--- config.mk ---
export PLATFORM = sky130hd
export DESIGN_NAME = fmaPostTop
export DESIGN_NICKNAME = d
export VERILOG_FILES = /design/src/logic/fmaPostPkg.sv /design/src/logic/fmaModeRegs.sv /design/src/logic/sumLzc.sv /design/src/logic/fmaShiftCalc.sv /design/src/logic/normShifter.sv /design/src/logic/resultPacker.sv /design/src/logic/fmaPostTop.sv
export SDC_FILE = /design/constraint.sdc
export NUM_CORES = 1
export LEC_CHECK = 0
export BUFFER_PORTS_ARGS = -buffer_cell sky130_fd_sc_hd__buf_2
export CORE_MARGIN = 2
export CORE_UTILIZATION = 25
export CTS_CLUSTER_SIZE = 28
export DETAILED_ROUTE_END_ITERATION = 16
export PLACE_DENSITY = 0.47
export SLEW_MARGIN = 20
export SYNTH_ARGS = -nofsm -noshare
export SYNTH_HDL_FRONTEND = slang
export SYNTH_SLANG_ARGS = --single-unit
export TNS_END_PERCENT = 20
--- constraint.sdc ---
create_clock -name clk -period 10.85 [get_ports clk]
set_clock_uncertainty 0.15 [all_clocks]
set_input_delay 2.17 -clock clk [delete_from_list [all_inputs] [get_ports clk]]
set_output_delay 2.17 -clock clk [all_outputs]
set_load 0.01 [all_outputs]
--- src/logic/fmaPostPkg.sv ---
////////////////////////////////////////////////////////////////////////////
// fma post-normalization shared definitions
// format and rounding enums, pipeline structs and format constants
// for the single (main) and half (narrow) result formats
////////////////////////////////////////////////////////////////////////////

package fmaPostPkg;

  // main format is single precision
  localparam int NE = 8;
  localparam int NF = 23;
  // narrow format is half precision
  localparam int NE1 = 5;
  localparam int NF1 = 10;

  localparam int BIAS = 127;
  localparam int BIAS1 = 15;

  // raw fma sum magnitude width and normalization shift count width
  localparam int SumWidth = 3 * NF + 4;
  localparam int ShiftWidth = 7;

  // 1 selects the larger format
  typedef enum logic {
    fmtHalf = 1'b0,
    fmtSingle = 1'b1
  } fmtE;

  typedef enum logic {
    rmRne = 1'b0,
    rmRtz = 1'b1
  } rmE;

  // sum from the fma datapath, exponent biased for single
  typedef struct packed {
    logic sign;
    logic [NE+1:0] sumExp;
    logic [SumWidth-1:0] sumMant;
  } sumT;

  // shift calculation results handed to the normalization shifter
  typedef struct packed {
    logic [NE+1:0] normExp;
    logic preSubnorm;
    logic sumZero;
    logic [ShiftWidth-1:0] shiftAmt;
    logic [SumWidth+1:0] shiftIn;
  } shiftT;

  // normalized significand with rounding bits
  typedef struct packed {
    logic sign;
    logic [NE+1:0] exp;
    logic [NF:0] mant;
    logic guard;
    logic sticky;
    logic zero;
    logic subnorm;
  } normT;

  typedef struct packed {
    logic [31:0] bits;
    logic zero;
    logic subnorm;
    logic inexact;
  } resultT;

endpackage

--- src/logic/fmaModeRegs.sv ---
////////////////////////////////////////////////////////////////////////////
// fma post-normalization mode registers
// holds the result format and rounding mode that steer the pipeline
////////////////////////////////////////////////////////////////////////////

`timescale 1ns/1ps

module fmaModeRegs (
  input  logic clk,
  input  logic rst,
  // configuration write strobe and data
  input  logic cfgWe,
  input  fmaPostPkg::fmtE cfgFmt,
  input  fmaPostPkg::rmE cfgRm,
  // live mode seen by the pipeline
  output fmaPostPkg::fmtE fmt,
  output fmaPostPkg::rmE rm
);

  fmaPostPkg::fmtE fmtQ;
  fmaPostPkg::rmE rmQ;

  // single precision with nearest-even out of reset
  // a write takes effect for operations issued in the next cycle
  always_ff @(posedge clk) begin
    if (rst) begin
      fmtQ <= fmaPostPkg::fmtSingle;
      rmQ <= fmaPostPkg::rmRne;
    end else if (cfgWe) begin
      fmtQ <= cfgFmt;
      rmQ <= cfgRm;
    end
  end

  // in-flight operations carry their own copy further down
  // so a write here never disturbs them
  assign fmt = fmtQ;
  assign rm = rmQ;

endmodule

--- src/logic/sumLzc.sv ---
////////////////////////////////////////////////////////////////////////////
// sum leading zero counter
// exact count of leading zeros in the fma sum magnitude
////////////////////////////////////////////////////////////////////////////

`timescale 1ns/1ps

module sumLzc (
  input  logic [fmaPostPkg::SumWidth-1:0] sumMant,
  output logic [fmaPostPkg::ShiftWidth-1:0] sCnt
);

  localparam int Width = fmaPostPkg::SumWidth;
  localparam int CntW = fmaPostPkg::ShiftWidth;

  // count must be able to hold the full width for a zero sum
  logic [CntW-1:0] cnt;

  ////////////////////////////////////////////////////////////////////////////
  // priority scan
  ////////////////////////////////////////////////////////////////////////////

  // scan from the lsb up so the highest set bit is the last hit
  // and decides the count
  always_comb begin
    cnt = CntW'(Width);
    for (int i = 0; i < Width; i++) begin
      if (sumMant[i]) begin
        cnt = CntW'(Width - 1 - i);
      end
    end
  end

  // an all-zero sum yields Width
  // the shift calc zero flag overrides everything downstream
  assign sCnt = cnt;

endmodule

--- src/logic/fmaShiftCalc.sv ---
////////////////////////////////////////////////////////////////////////////
// fma shift calculation
// normalized exponent with bias correction for the narrow format,
// zero and subnormal prediction, and the normalization shift amount
////////////////////////////////////////////////////////////////////////////

`timescale 1ns/1ps

module fmaShiftCalc #(
  parameter int Ne = fmaPostPkg::NE,
  parameter int Nf = fmaPostPkg::NF
) (
  input  fmaPostPkg::fmtE fmt,
  input  fmaPostPkg::sumT sum,
  input  logic [fmaPostPkg::ShiftWidth-1:0] sCnt,
  output fmaPostPkg::shiftT shift
);

  localparam int ExpW = Ne + 2;
  localparam int CntW = fmaPostPkg::ShiftWidth;
  // main format bias derived from the exponent width
  localparam int Bias = (1 << (Ne - 1)) - 1;

  logic [ExpW-1:0] preNormExp;
  logic [ExpW-1:0] biasCorr;
  logic [ExpW-1:0] normExp;
  logic sumZero;
  logic expLez;
  logic expGeFl;
  logic preSubnorm;
  logic [CntW-1:0] subnormAmt;

  ////////////////////////////////////////////////////////////////////////////
  // exponent
  ////////////////////////////////////////////////////////////////////////////

  // leading one at bit (SumWidth-1-sCnt) of the sum
  // value is sumMant * 2^(sumExp - bias - 2nf - 2)
  // so the biased exponent of 1.xxx is sumExp - sCnt + nf + 1
  assign preNormExp = sum.sumExp - ExpW'(sCnt) + ExpW'(Nf + 1);

  // re-bias into half when the narrow format is active
  assign biasCorr = (fmt == fmaPostPkg::fmtSingle) ? '0 :
                    ExpW'(fmaPostPkg::BIAS1 - Bias);
  assign normExp = preNormExp + biasCorr;

  assign sumZero = ~|sum.sumMant;

  ////////////////////////////////////////////////////////////////////////////
  // subnormal prediction
  ////////////////////////////////////////////////////////////////////////////

  // subnormal when the normalized exponent is at or below zero
  assign expLez = $signed(normExp) <= 0;

  // lower bound keeps the result within reach of the smallest subnormal
  always_comb begin
    if (fmt == fmaPostPkg::fmtSingle) begin
      expGeFl = $signed(normExp) >= -(Nf + 2);
    end else begin
      expGeFl = $signed(normExp) >= -(fmaPostPkg::NF1 + 2);
    end
  end

  assign preSubnorm = expLez & expGeFl & ~sumZero;

  ////////////////////////////////////////////////////////////////////////////
  // shift amount
  ////////////////////////////////////////////////////////////////////////////

  // exponent limited shift for subnormals
  // this lands one bit past the normal window and the shifter compensates
  // modulo arithmetic is enough since the true amount fits the count width
  assign subnormAmt = sum.sumExp[CntW-1:0] + CntW'(Nf + 2) + biasCorr[CntW-1:0];

  assign shift.normExp = normExp;
  assign shift.preSubnorm = preSubnorm;
  assign shift.sumZero = sumZero;
  // normal case puts the leading one just below the top guard zero
  assign shift.shiftAmt = preSubnorm ? subnormAmt : sCnt + CntW'(1);
  assign shift.shiftIn = {2'b00, sum.sumMant};

endmodule

--- src/logic/normShifter.sv ---
////////////////////////////////////////////////////////////////////////////
// normalization shifter
// left shift of the sum, mantissa and guard extraction for the format,
// sticky reduction, and the first pipeline register
////////////////////////////////////////////////////////////////////////////

`timescale 1ns/1ps

module normShifter #(
  parameter int Ne = fmaPostPkg::NE,
  parameter int Nf = fmaPostPkg::NF
) (
  input  logic clk,
  input  logic rst,
  input  logic inValid,
  input  logic sign,
  input  fmaPostPkg::fmtE fmt,
  input  fmaPostPkg::rmE rm,
  input  fmaPostPkg::shiftT shift,
  output fmaPostPkg::normT norm,
  output logic normValid,
  output fmaPostPkg::fmtE normFmt,
  output fmaPostPkg::rmE normRm
);

  localparam int ShW = 3 * Nf + 6;
  // top of the aligned window, one bit wider than the shifter
  localparam int Top = ShW - 1;
  localparam int Nf1 = fmaPostPkg::NF1;

  logic [ShW-1:0] shiftOut;
  logic [ShW:0] aligned;
  logic [Nf:0] mantSel;
  logic guardSel;
  logic stickySel;
  logic [Ne+1:0] expSel;

  assign shiftOut = shift.shiftIn << shift.shiftAmt;

  // normal sums put the leading one at Top-1
  // subnormal shifts overshoot by one so their window sits one bit lower
  assign aligned = shift.preSubnorm ? {1'b0, shiftOut} : {shiftOut, 1'b0};

  ////////////////////////////////////////////////////////////////////////////
  // window per format
  ////////////////////////////////////////////////////////////////////////////

  // half mantissa occupies the low bits so the packer sees the lsb at bit 0
  always_comb begin
    if (fmt == fmaPostPkg::fmtSingle) begin
      mantSel = aligned[Top -: Nf + 1];
      guardSel = aligned[Top - Nf - 1];
      stickySel = |aligned[Top - Nf - 2:0];
    end else begin
      mantSel = (Nf + 1)'(aligned[Top -: Nf1 + 1]);
      guardSel = aligned[Top - Nf1 - 1];
      stickySel = |aligned[Top - Nf1 - 2:0];
    end
  end

  // exponent field is zero for subnormal and zero results
  assign expSel = (shift.preSubnorm | shift.sumZero) ? '0 : shift.normExp[Ne+1:0];

  ////////////////////////////////////////////////////////////////////////////
  // stage register
  ////////////////////////////////////////////////////////////////////////////

  always_ff @(posedge clk) begin
    if (rst) begin
      normValid <= 1'b0;
    end else begin
      normValid <= inValid;
    end
  end

  // payload and captured mode follow the operation
  always_ff @(posedge clk) begin
    if (inValid) begin
      norm.sign <= sign;
      norm.exp <= expSel;
      norm.mant <= mantSel;
      norm.guard <= guardSel;
      norm.sticky <= stickySel;
      norm.zero <= shift.sumZero;
      norm.subnorm <= shift.preSubnorm;
      normFmt <= fmt;
      normRm <= rm;
    end
  end

endmodule

--- src/logic/resultPacker.sv ---
////////////////////////////////////////////////////////////////////////////
// result rounder and packer
// nearest-even or toward-zero rounding, exponent carry and packing
// into single or half, registered with the result flags
////////////////////////////////////////////////////////////////////////////

`timescale 1ns/1ps

module resultPacker #(
  parameter int Ne = fmaPostPkg::NE,
  parameter int Nf = fmaPostPkg::NF
) (
  input  logic clk,
  input  logic rst,
  input  logic normValid,
  input  fmaPostPkg::fmtE normFmt,
  input  fmaPostPkg::rmE normRm,
  input  fmaPostPkg::normT norm,
  output fmaPostPkg::resultT result,
  output logic outValid
);

  localparam int Ne1 = fmaPostPkg::NE1;
  localparam int Nf1 = fmaPostPkg::NF1;

  logic roundUp;
  logic [Ne+Nf-1:0] packS;
  logic [Ne1+Nf1-1:0] packH;
  logic expZero;
  fmaPostPkg::resultT resNext;

  ////////////////////////////////////////////////////////////////////////////
  // rounding decision
  ////////////////////////////////////////////////////////////////////////////

  // ties go to the even mantissa
  // toward zero just truncates
  assign roundUp = (normRm == fmaPostPkg::rmRne) & norm.guard &
                   (norm.sticky | norm.mant[0]);

  // adding into {exp, frac} lets a fraction overflow carry into the exponent
  // a subnormal with all fraction bits set becomes the smallest normal
  assign packS = {norm.exp[Ne-1:0], norm.mant[Nf-1:0]} + (Ne + Nf)'(roundUp);
  assign packH = {norm.exp[Ne1-1:0], norm.mant[Nf1-1:0]} + (Ne1 + Nf1)'(roundUp);

  ////////////////////////////////////////////////////////////////////////////
  // assembly
  ////////////////////////////////////////////////////////////////////////////

  always_comb begin
    if (normFmt == fmaPostPkg::fmtSingle) begin
      resNext.bits = {norm.sign, packS};
      expZero = ~|packS[Ne+Nf-1:Nf];
    end else begin
      // half result in the low half and upper bits clear
      resNext.bits = {16'h0000, norm.sign, packH};
      expZero = ~|packH[Ne1+Nf1-1:Nf1];
    end
  end

  // only a predicted subnormal can end with a zero exponent field
  // unless rounding carried it up to the smallest normal
  assign resNext.zero = norm.zero;
  assign resNext.subnorm = norm.subnorm & expZero;
  assign resNext.inexact = norm.guard | norm.sticky;

  ////////////////////////////////////////////////////////////////////////////
  // output register
  ////////////////////////////////////////////////////////////////////////////

  always_ff @(posedge clk) begin
    if (rst) begin
      result <= '0;
      outValid <= 1'b0;
    end else begin
      outValid <= normValid;
      // result holds between operations
      if (normValid) begin
        result <= resNext;
      end
    end
  end

endmodule

--- src/logic/fmaPostTop.sv ---
////////////////////////////////////////////////////////////////////////////
// fma post-normalization top level
// mode registers followed by the two stage normalize and round pipeline
////////////////////////////////////////////////////////////////////////////

`timescale 1ns/1ps

module fmaPostTop #(
  parameter int Ne = fmaPostPkg::NE,
  parameter int Nf = fmaPostPkg::NF
) (
  input  logic clk,
  input  logic rst,
  input  logic cfgWe,
  input  fmaPostPkg::fmtE cfgFmt,
  input  fmaPostPkg::rmE cfgRm,
  input  logic inValid,
  input  fmaPostPkg::sumT sum,
  output fmaPostPkg::resultT result,
  output logic outValid
);

  fmaPostPkg::fmtE fmt;
  fmaPostPkg::rmE rm;
  logic [fmaPostPkg::ShiftWidth-1:0] sCnt;
  fmaPostPkg::shiftT shift;
  fmaPostPkg::normT norm;
  logic normValid;
  fmaPostPkg::fmtE normFmt;
  fmaPostPkg::rmE normRm;

  fmaModeRegs i_modeRegs (
    .clk(clk),
    .rst(rst),
    .cfgWe(cfgWe),
    .cfgFmt(cfgFmt),
    .cfgRm(cfgRm),
    .fmt(fmt),
    .rm(rm)
  );

  // combinational front end ahead of the first register
  sumLzc i_lzc (
    .sumMant(sum.sumMant),
    .sCnt(sCnt)
  );

  fmaShiftCalc #(.Ne(Ne), .Nf(Nf)) i_shiftCalc (
    .fmt(fmt),
    .sum(sum),
    .sCnt(sCnt),
    .shift(shift)
  );

  // stage 1 captures the mode with the operation
  normShifter #(.Ne(Ne), .Nf(Nf)) i_shifter (
    .clk(clk),
    .rst(rst),
    .inValid(inValid),
    .sign(sum.sign),
    .fmt(fmt),
    .rm(rm),
    .shift(shift),
    .norm(norm),
    .normValid(normValid),
    .normFmt(normFmt),
    .normRm(normRm)
  );

  // stage 2 rounds and packs
  resultPacker #(.Ne(Ne), .Nf(Nf)) i_packer (
    .clk(clk),
    .rst(rst),
    .normValid(normValid),
    .normFmt(normFmt),
    .normRm(normRm),
    .norm(norm),
    .result(result),
    .outValid(outValid)
  );

endmodule

==> run summary <==
=================================================================================================================
Result of the run                                                                                    complete, no violations
Footprint of the multi-input gates                                                                   0.00908 sq mm
Post-synthesis async set-or-reset flop share                                                                   0%
Layout area overhead                                                                                        17.3%
Signal arrival time at the worst endpoint                                                                10.42 ns
Diodes inserted                                                                                                 0
Cell type with the largest total area after synthesis                                                sky130_fd_sc_hd__edfxtp_1
Cell count after synthesis                                                                                   1543
Launching element of the worst setup path                                                                 sum[17]
Critical-path top delay cell                                                                         sky130_fd_sc_hd__or4_2
Insertion delay of the later-clocked pin in the worst-skew pair                                           0.35 ns
Worst VDD drop                                                                                        0.0000965 V
Cell with the most instances after synthesis                                                         sky130_fd_sc_hd__nor2_1
HPWL Detailed                                                                                            44800 um
Biggest area contributors in the synthesized netlist                                                 sky130_fd_sc_hd__edfxtp_1, sky130_fd_sc_hd__mux2i_1, sky130_fd_sc_hd__dfxtp_1, sky130_fd_sc_hd__nand3_1, sky130_fd_sc_hd__nor2_1
1st-iter DRT viols                                                                                           1431
Overall overflow remaining after global route                                                                   0
Cell Pwr Density                                                                                      135 mW/mm^2
Slew Viols, Final                                                                                               0
Setup CP Type                                                                                        input port to register
Final worst path period need                                                                             10.49 ns
Final wirelength                                                                                         55500 um
Placed instance count                                                                                        2272
# fillers                                                                                                    5057
Die span in x                                                                                              220 um
Non-filler cells, final                                                                                      2288
Synth warnings                                                                                                  0
Critical path's largest stage delay                                                                       0.73 ns
Floorplan die area                                                                                   0.0486 sq mm
Hold bufs inserted after CTS                                                                                    0
Maximum fanout along the worst path                                                                            15
Number of gates given a new drive strength after cts                                                            0
Maximum number of pins on one net before global-route repair                                                   56
Remaining design rule violation count                                                                           0
End point of the critical path                                                                       i_shifter.norm[2]$_DFFE_PP_
Endpoints failing setup                                                                                         0
Sequential area share after synthesis                                                                       16.4%
CTS tree                                                                                                    built
Count of antenna-violating nets left after detailed routing                                                     0
Die Y                                                                                                      220 um
Final setup TNS                                                                                              0 ns
Unrepaired setup endpoints after global routing                                                             false
Final GP Congestion                                                                                          1.03
Area of placed instances                                                                             0.0134 sq mm
Clock root cell                                                                                      sky130_fd_sc_hd__clkbuf_16
Fraction of layout cells with a size suffix above 1                                                         20.5%
DR WL/cell                                                                                                24.3 um
Final core utilization                                                                                      29.6%
Via count of the first global-routing pass                                                                  12856
Number of optimization iterations in the first detailed-route pass                                              6
Share of synthesized area spent on multiplexers                                                             14.1%
Starting Density                                                                                            25.3%
Clk sink count                                                                                                 77
Maximum clock frequency                                                                                  95.3 MHz
CTS Buffer Depth                                                                                                2
Std-Cell Rows                                                                                                  79
Number of clock buffers inserted by TritonCTS                                                                   9
Number of enable flip-flop cells after synthesis                                                               38
Number of setup buffers added after CTS                                                                         0
Endpoint of the lowest-slack register-to-register path                                               i_shifter.norm[2]$_DFFE_PP_
Max-cap violations                                                                                              0
Arithmetic-cell share of the synthesized area counting full adders, half adders and majority gates          3.76%
Post-synth net total                                                                                         1667
Combinational family with the most area after synthesis                                              simple AND/OR/NAND/NOR gates
R2R depth                                                                                                      21
H-tree Lvls                                                                                                     3
Total Nets Final                                                                                             1800
Dominant register cell in the synthesized netlist                                                    sky130_fd_sc_hd__dfxtp_1
Commonest cells in the synthesized netlist                                                           sky130_fd_sc_hd__nor2_1, sky130_fd_sc_hd__nand2_1, sky130_fd_sc_hd__nand3_1
Element type at the critical path start                                                                input port
Antenna violations before repair                                                                                1
Overall fraction of global-route tracks in use                                                              22.6%
Headroom to the max-slew limit                                                                              31.3%
Placeable Area                                                                                       0.0464 sq mm
Final clock period utilization by the worst path                                                            96.7%
Actual slew at the worst max-slew pin                                                                     1.02 ns
Setup slack of the most critical reg-to-reg path                                                          3.49 ns
Fin area                                                                                             0.0137 sq mm
Synthesized-area fraction occupied by ao, oa, aoi and oai cells                                             27.9%
Mapped Avg Cell Area                                                                                   7.59 sq um
Share of the synthesized area in the top cell type                                                          9.75%
Required @ worst endpoint                                                                                10.78 ns
Simple-gate portion of the synthesized area                                                                 28.1%
Io pins                                                                                                       126
Total vias in the final route                                                                               13450
Wire length of the first global-routing pass                                                             83200 um
Sequential cell area                                                                                 0.00192 sq mm
Quantity of I/O buffers inserted on ports                                                                     125
Worst R2R Start                                                                                      i_modeRegs.fmt$_SDFFE_PP1P_
Netlist Area Pre-Place                                                                               0.0117 sq mm
Number of vias per cell                                                                                      5.88
Xor and xnor area share after synthesis                                                                     3.37%
CTS clock-pin slew for the worst setup and hold paths                                                     0.06 ns
Synth unique cells                                                                                            115
Worst hold-check path type                                                                           register to register
Yosys reg bits                                                                                                 77
Crit path capture type                                                                                   register
Total leakage power                                                                                       5.52 nW
Total count of hold-check failures in the final report                                                          0
=================================================================================================================
## critical path: cells and delay by family
kind / cells / cell delay, ns
adders and majority gates: 4 / 1.08
and+or+nand+nor: 9 / 2.64
buffers and inverters: 2 / 0.36
AOI/OAI and AO/OA: 11 / 3.34
xor gates and xnor gates: 1 / 0.26
muxes: 1 / 0.53
## area by class of cell
| type | count | area share [%] |
|---|---|---|
| Timing Repair Buffer | 233 | 11.1 |
| Tap cell | 607 | 5.53 |
| Multi-Input combinational cell | 1316 | 66.1 |
| Clock buffer | 9 | 1.64 |
| Sequential cell | 77 | 14.0 |
| Clock inverter | 7 | 0.537 |
| Inverter | 39 | 1.12 |
## power breakdown
| group | internal (mW) | leakage, nW | total, mW | switching, mW |
|---|---|---|---|---|
| logic | 0.442 | 4.69 | 1.16 | 0.717 |
| clock network | 0.178 | 0.142 | 0.301 | 0.123 |
| registers | 0.358 | 0.692 | 0.392 | 0.0348 |
## cell usage in the layout (no fill, tap or decap), types with 32 or more instances in the layout
| cell type | netlist | final |
|---|---|---|
| sky130_fd_sc_hd__nor2_1 | 157 | 157 |
| sky130_fd_sc_hd__nand2_1 | 140 | 140 |
| sky130_fd_sc_hd__nand3_1 | 132 | 132 |
| sky130_fd_sc_hd__buf_2 | 44 | 125 |
| sky130_fd_sc_hd__buf_4 | 11 | 101 |
| sky130_fd_sc_hd__a21oi_1 | 88 | 87 |
| sky130_fd_sc_hd__mux2i_1 | 85 | 84 |
| sky130_fd_sc_hd__o21ai_0 | 52 | 52 |
| sky130_fd_sc_hd__a211oi_1 | 41 | 41 |
| sky130_fd_sc_hd__and2_1 | 40 | 40 |
| sky130_fd_sc_hd__dfxtp_1 | 39 | 39 |
| sky130_fd_sc_hd__nor3_1 | 38 | 38 |
| sky130_fd_sc_hd__edfxtp_1 | 38 | 38 |
| sky130_fd_sc_hd__inv_1 | 37 | 37 |
| sky130_fd_sc_hd__o211ai_1 | 37 | 37 |
| sky130_fd_sc_hd__ha_1 | 32 | 32 |
## registers in the layout, summed over array words and instances, names as in the netlist
register and flops:
i_packer.result 35, i_packer.outValid 1, i_modeRegs.fmt 1, i_shifter.normFmt 1, i_shifter.normValid 1, i_modeRegs.rm 1
i_shifter.normRm 1, i_shifter.norm 36
## metrics by stage
stage          total power [mW]  worst slack (ns)  hold WS (ns)
6_report                   1.85             0.357         0.290
5_1_grt                    1.95           0.00953         0.317
4_1_cts                    1.84             0.533         0.293
3_5_place_dp               1.53             0.202         0.281
3_3_place_gp               1.54             0.378         0.285
2_1_floorplan              1.09              1.70         0.258
## routing by layer
| layer | up-vias | wire length, um | GRT usage [%] |
|---|---|---|---|
| li1 | 6200 | - | - |
| met3 | 91 | 4540 | 3.38 |
| met4 | 0 | 1630 | 6.31 |
| met2 | 653 | 25200 | 37.1 |
| met5 | - | 0 | 0 |
| met1 | 6506 | 24100 | 30.6 |
## logic make-up after synthesis
group	after synthesis
compound gates	454
xor+xnor	45
fa+ha+maj	34
buf+inv	150
flops	77
mux	133
simple gates	650
## worst min-delay path by stage
stage                                           from                          to  slack [ns]  depth (start not counted)
after floorplan           i_modeRegs.rm$_SDFFE_PP0P_  i_shifter.normRm$_DFFE_PP_        0.26                          0
after global placement    i_modeRegs.rm$_SDFFE_PP0P_  i_shifter.normRm$_DFFE_PP_        0.28                          0
after detailed placement  i_modeRegs.rm$_SDFFE_PP0P_  i_shifter.normRm$_DFFE_PP_        0.28                          0
after CTS                 i_modeRegs.rm$_SDFFE_PP0P_  i_shifter.normRm$_DFFE_PP_        0.29                          0
after global routing      i_modeRegs.rm$_SDFFE_PP0P_  i_shifter.normRm$_DFFE_PP_        0.32                          0
final                     i_modeRegs.rm$_SDFFE_PP0P_  i_shifter.normRm$_DFFE_PP_        0.29                          0
No activity file was read; power rests on OpenSTA's default activity.
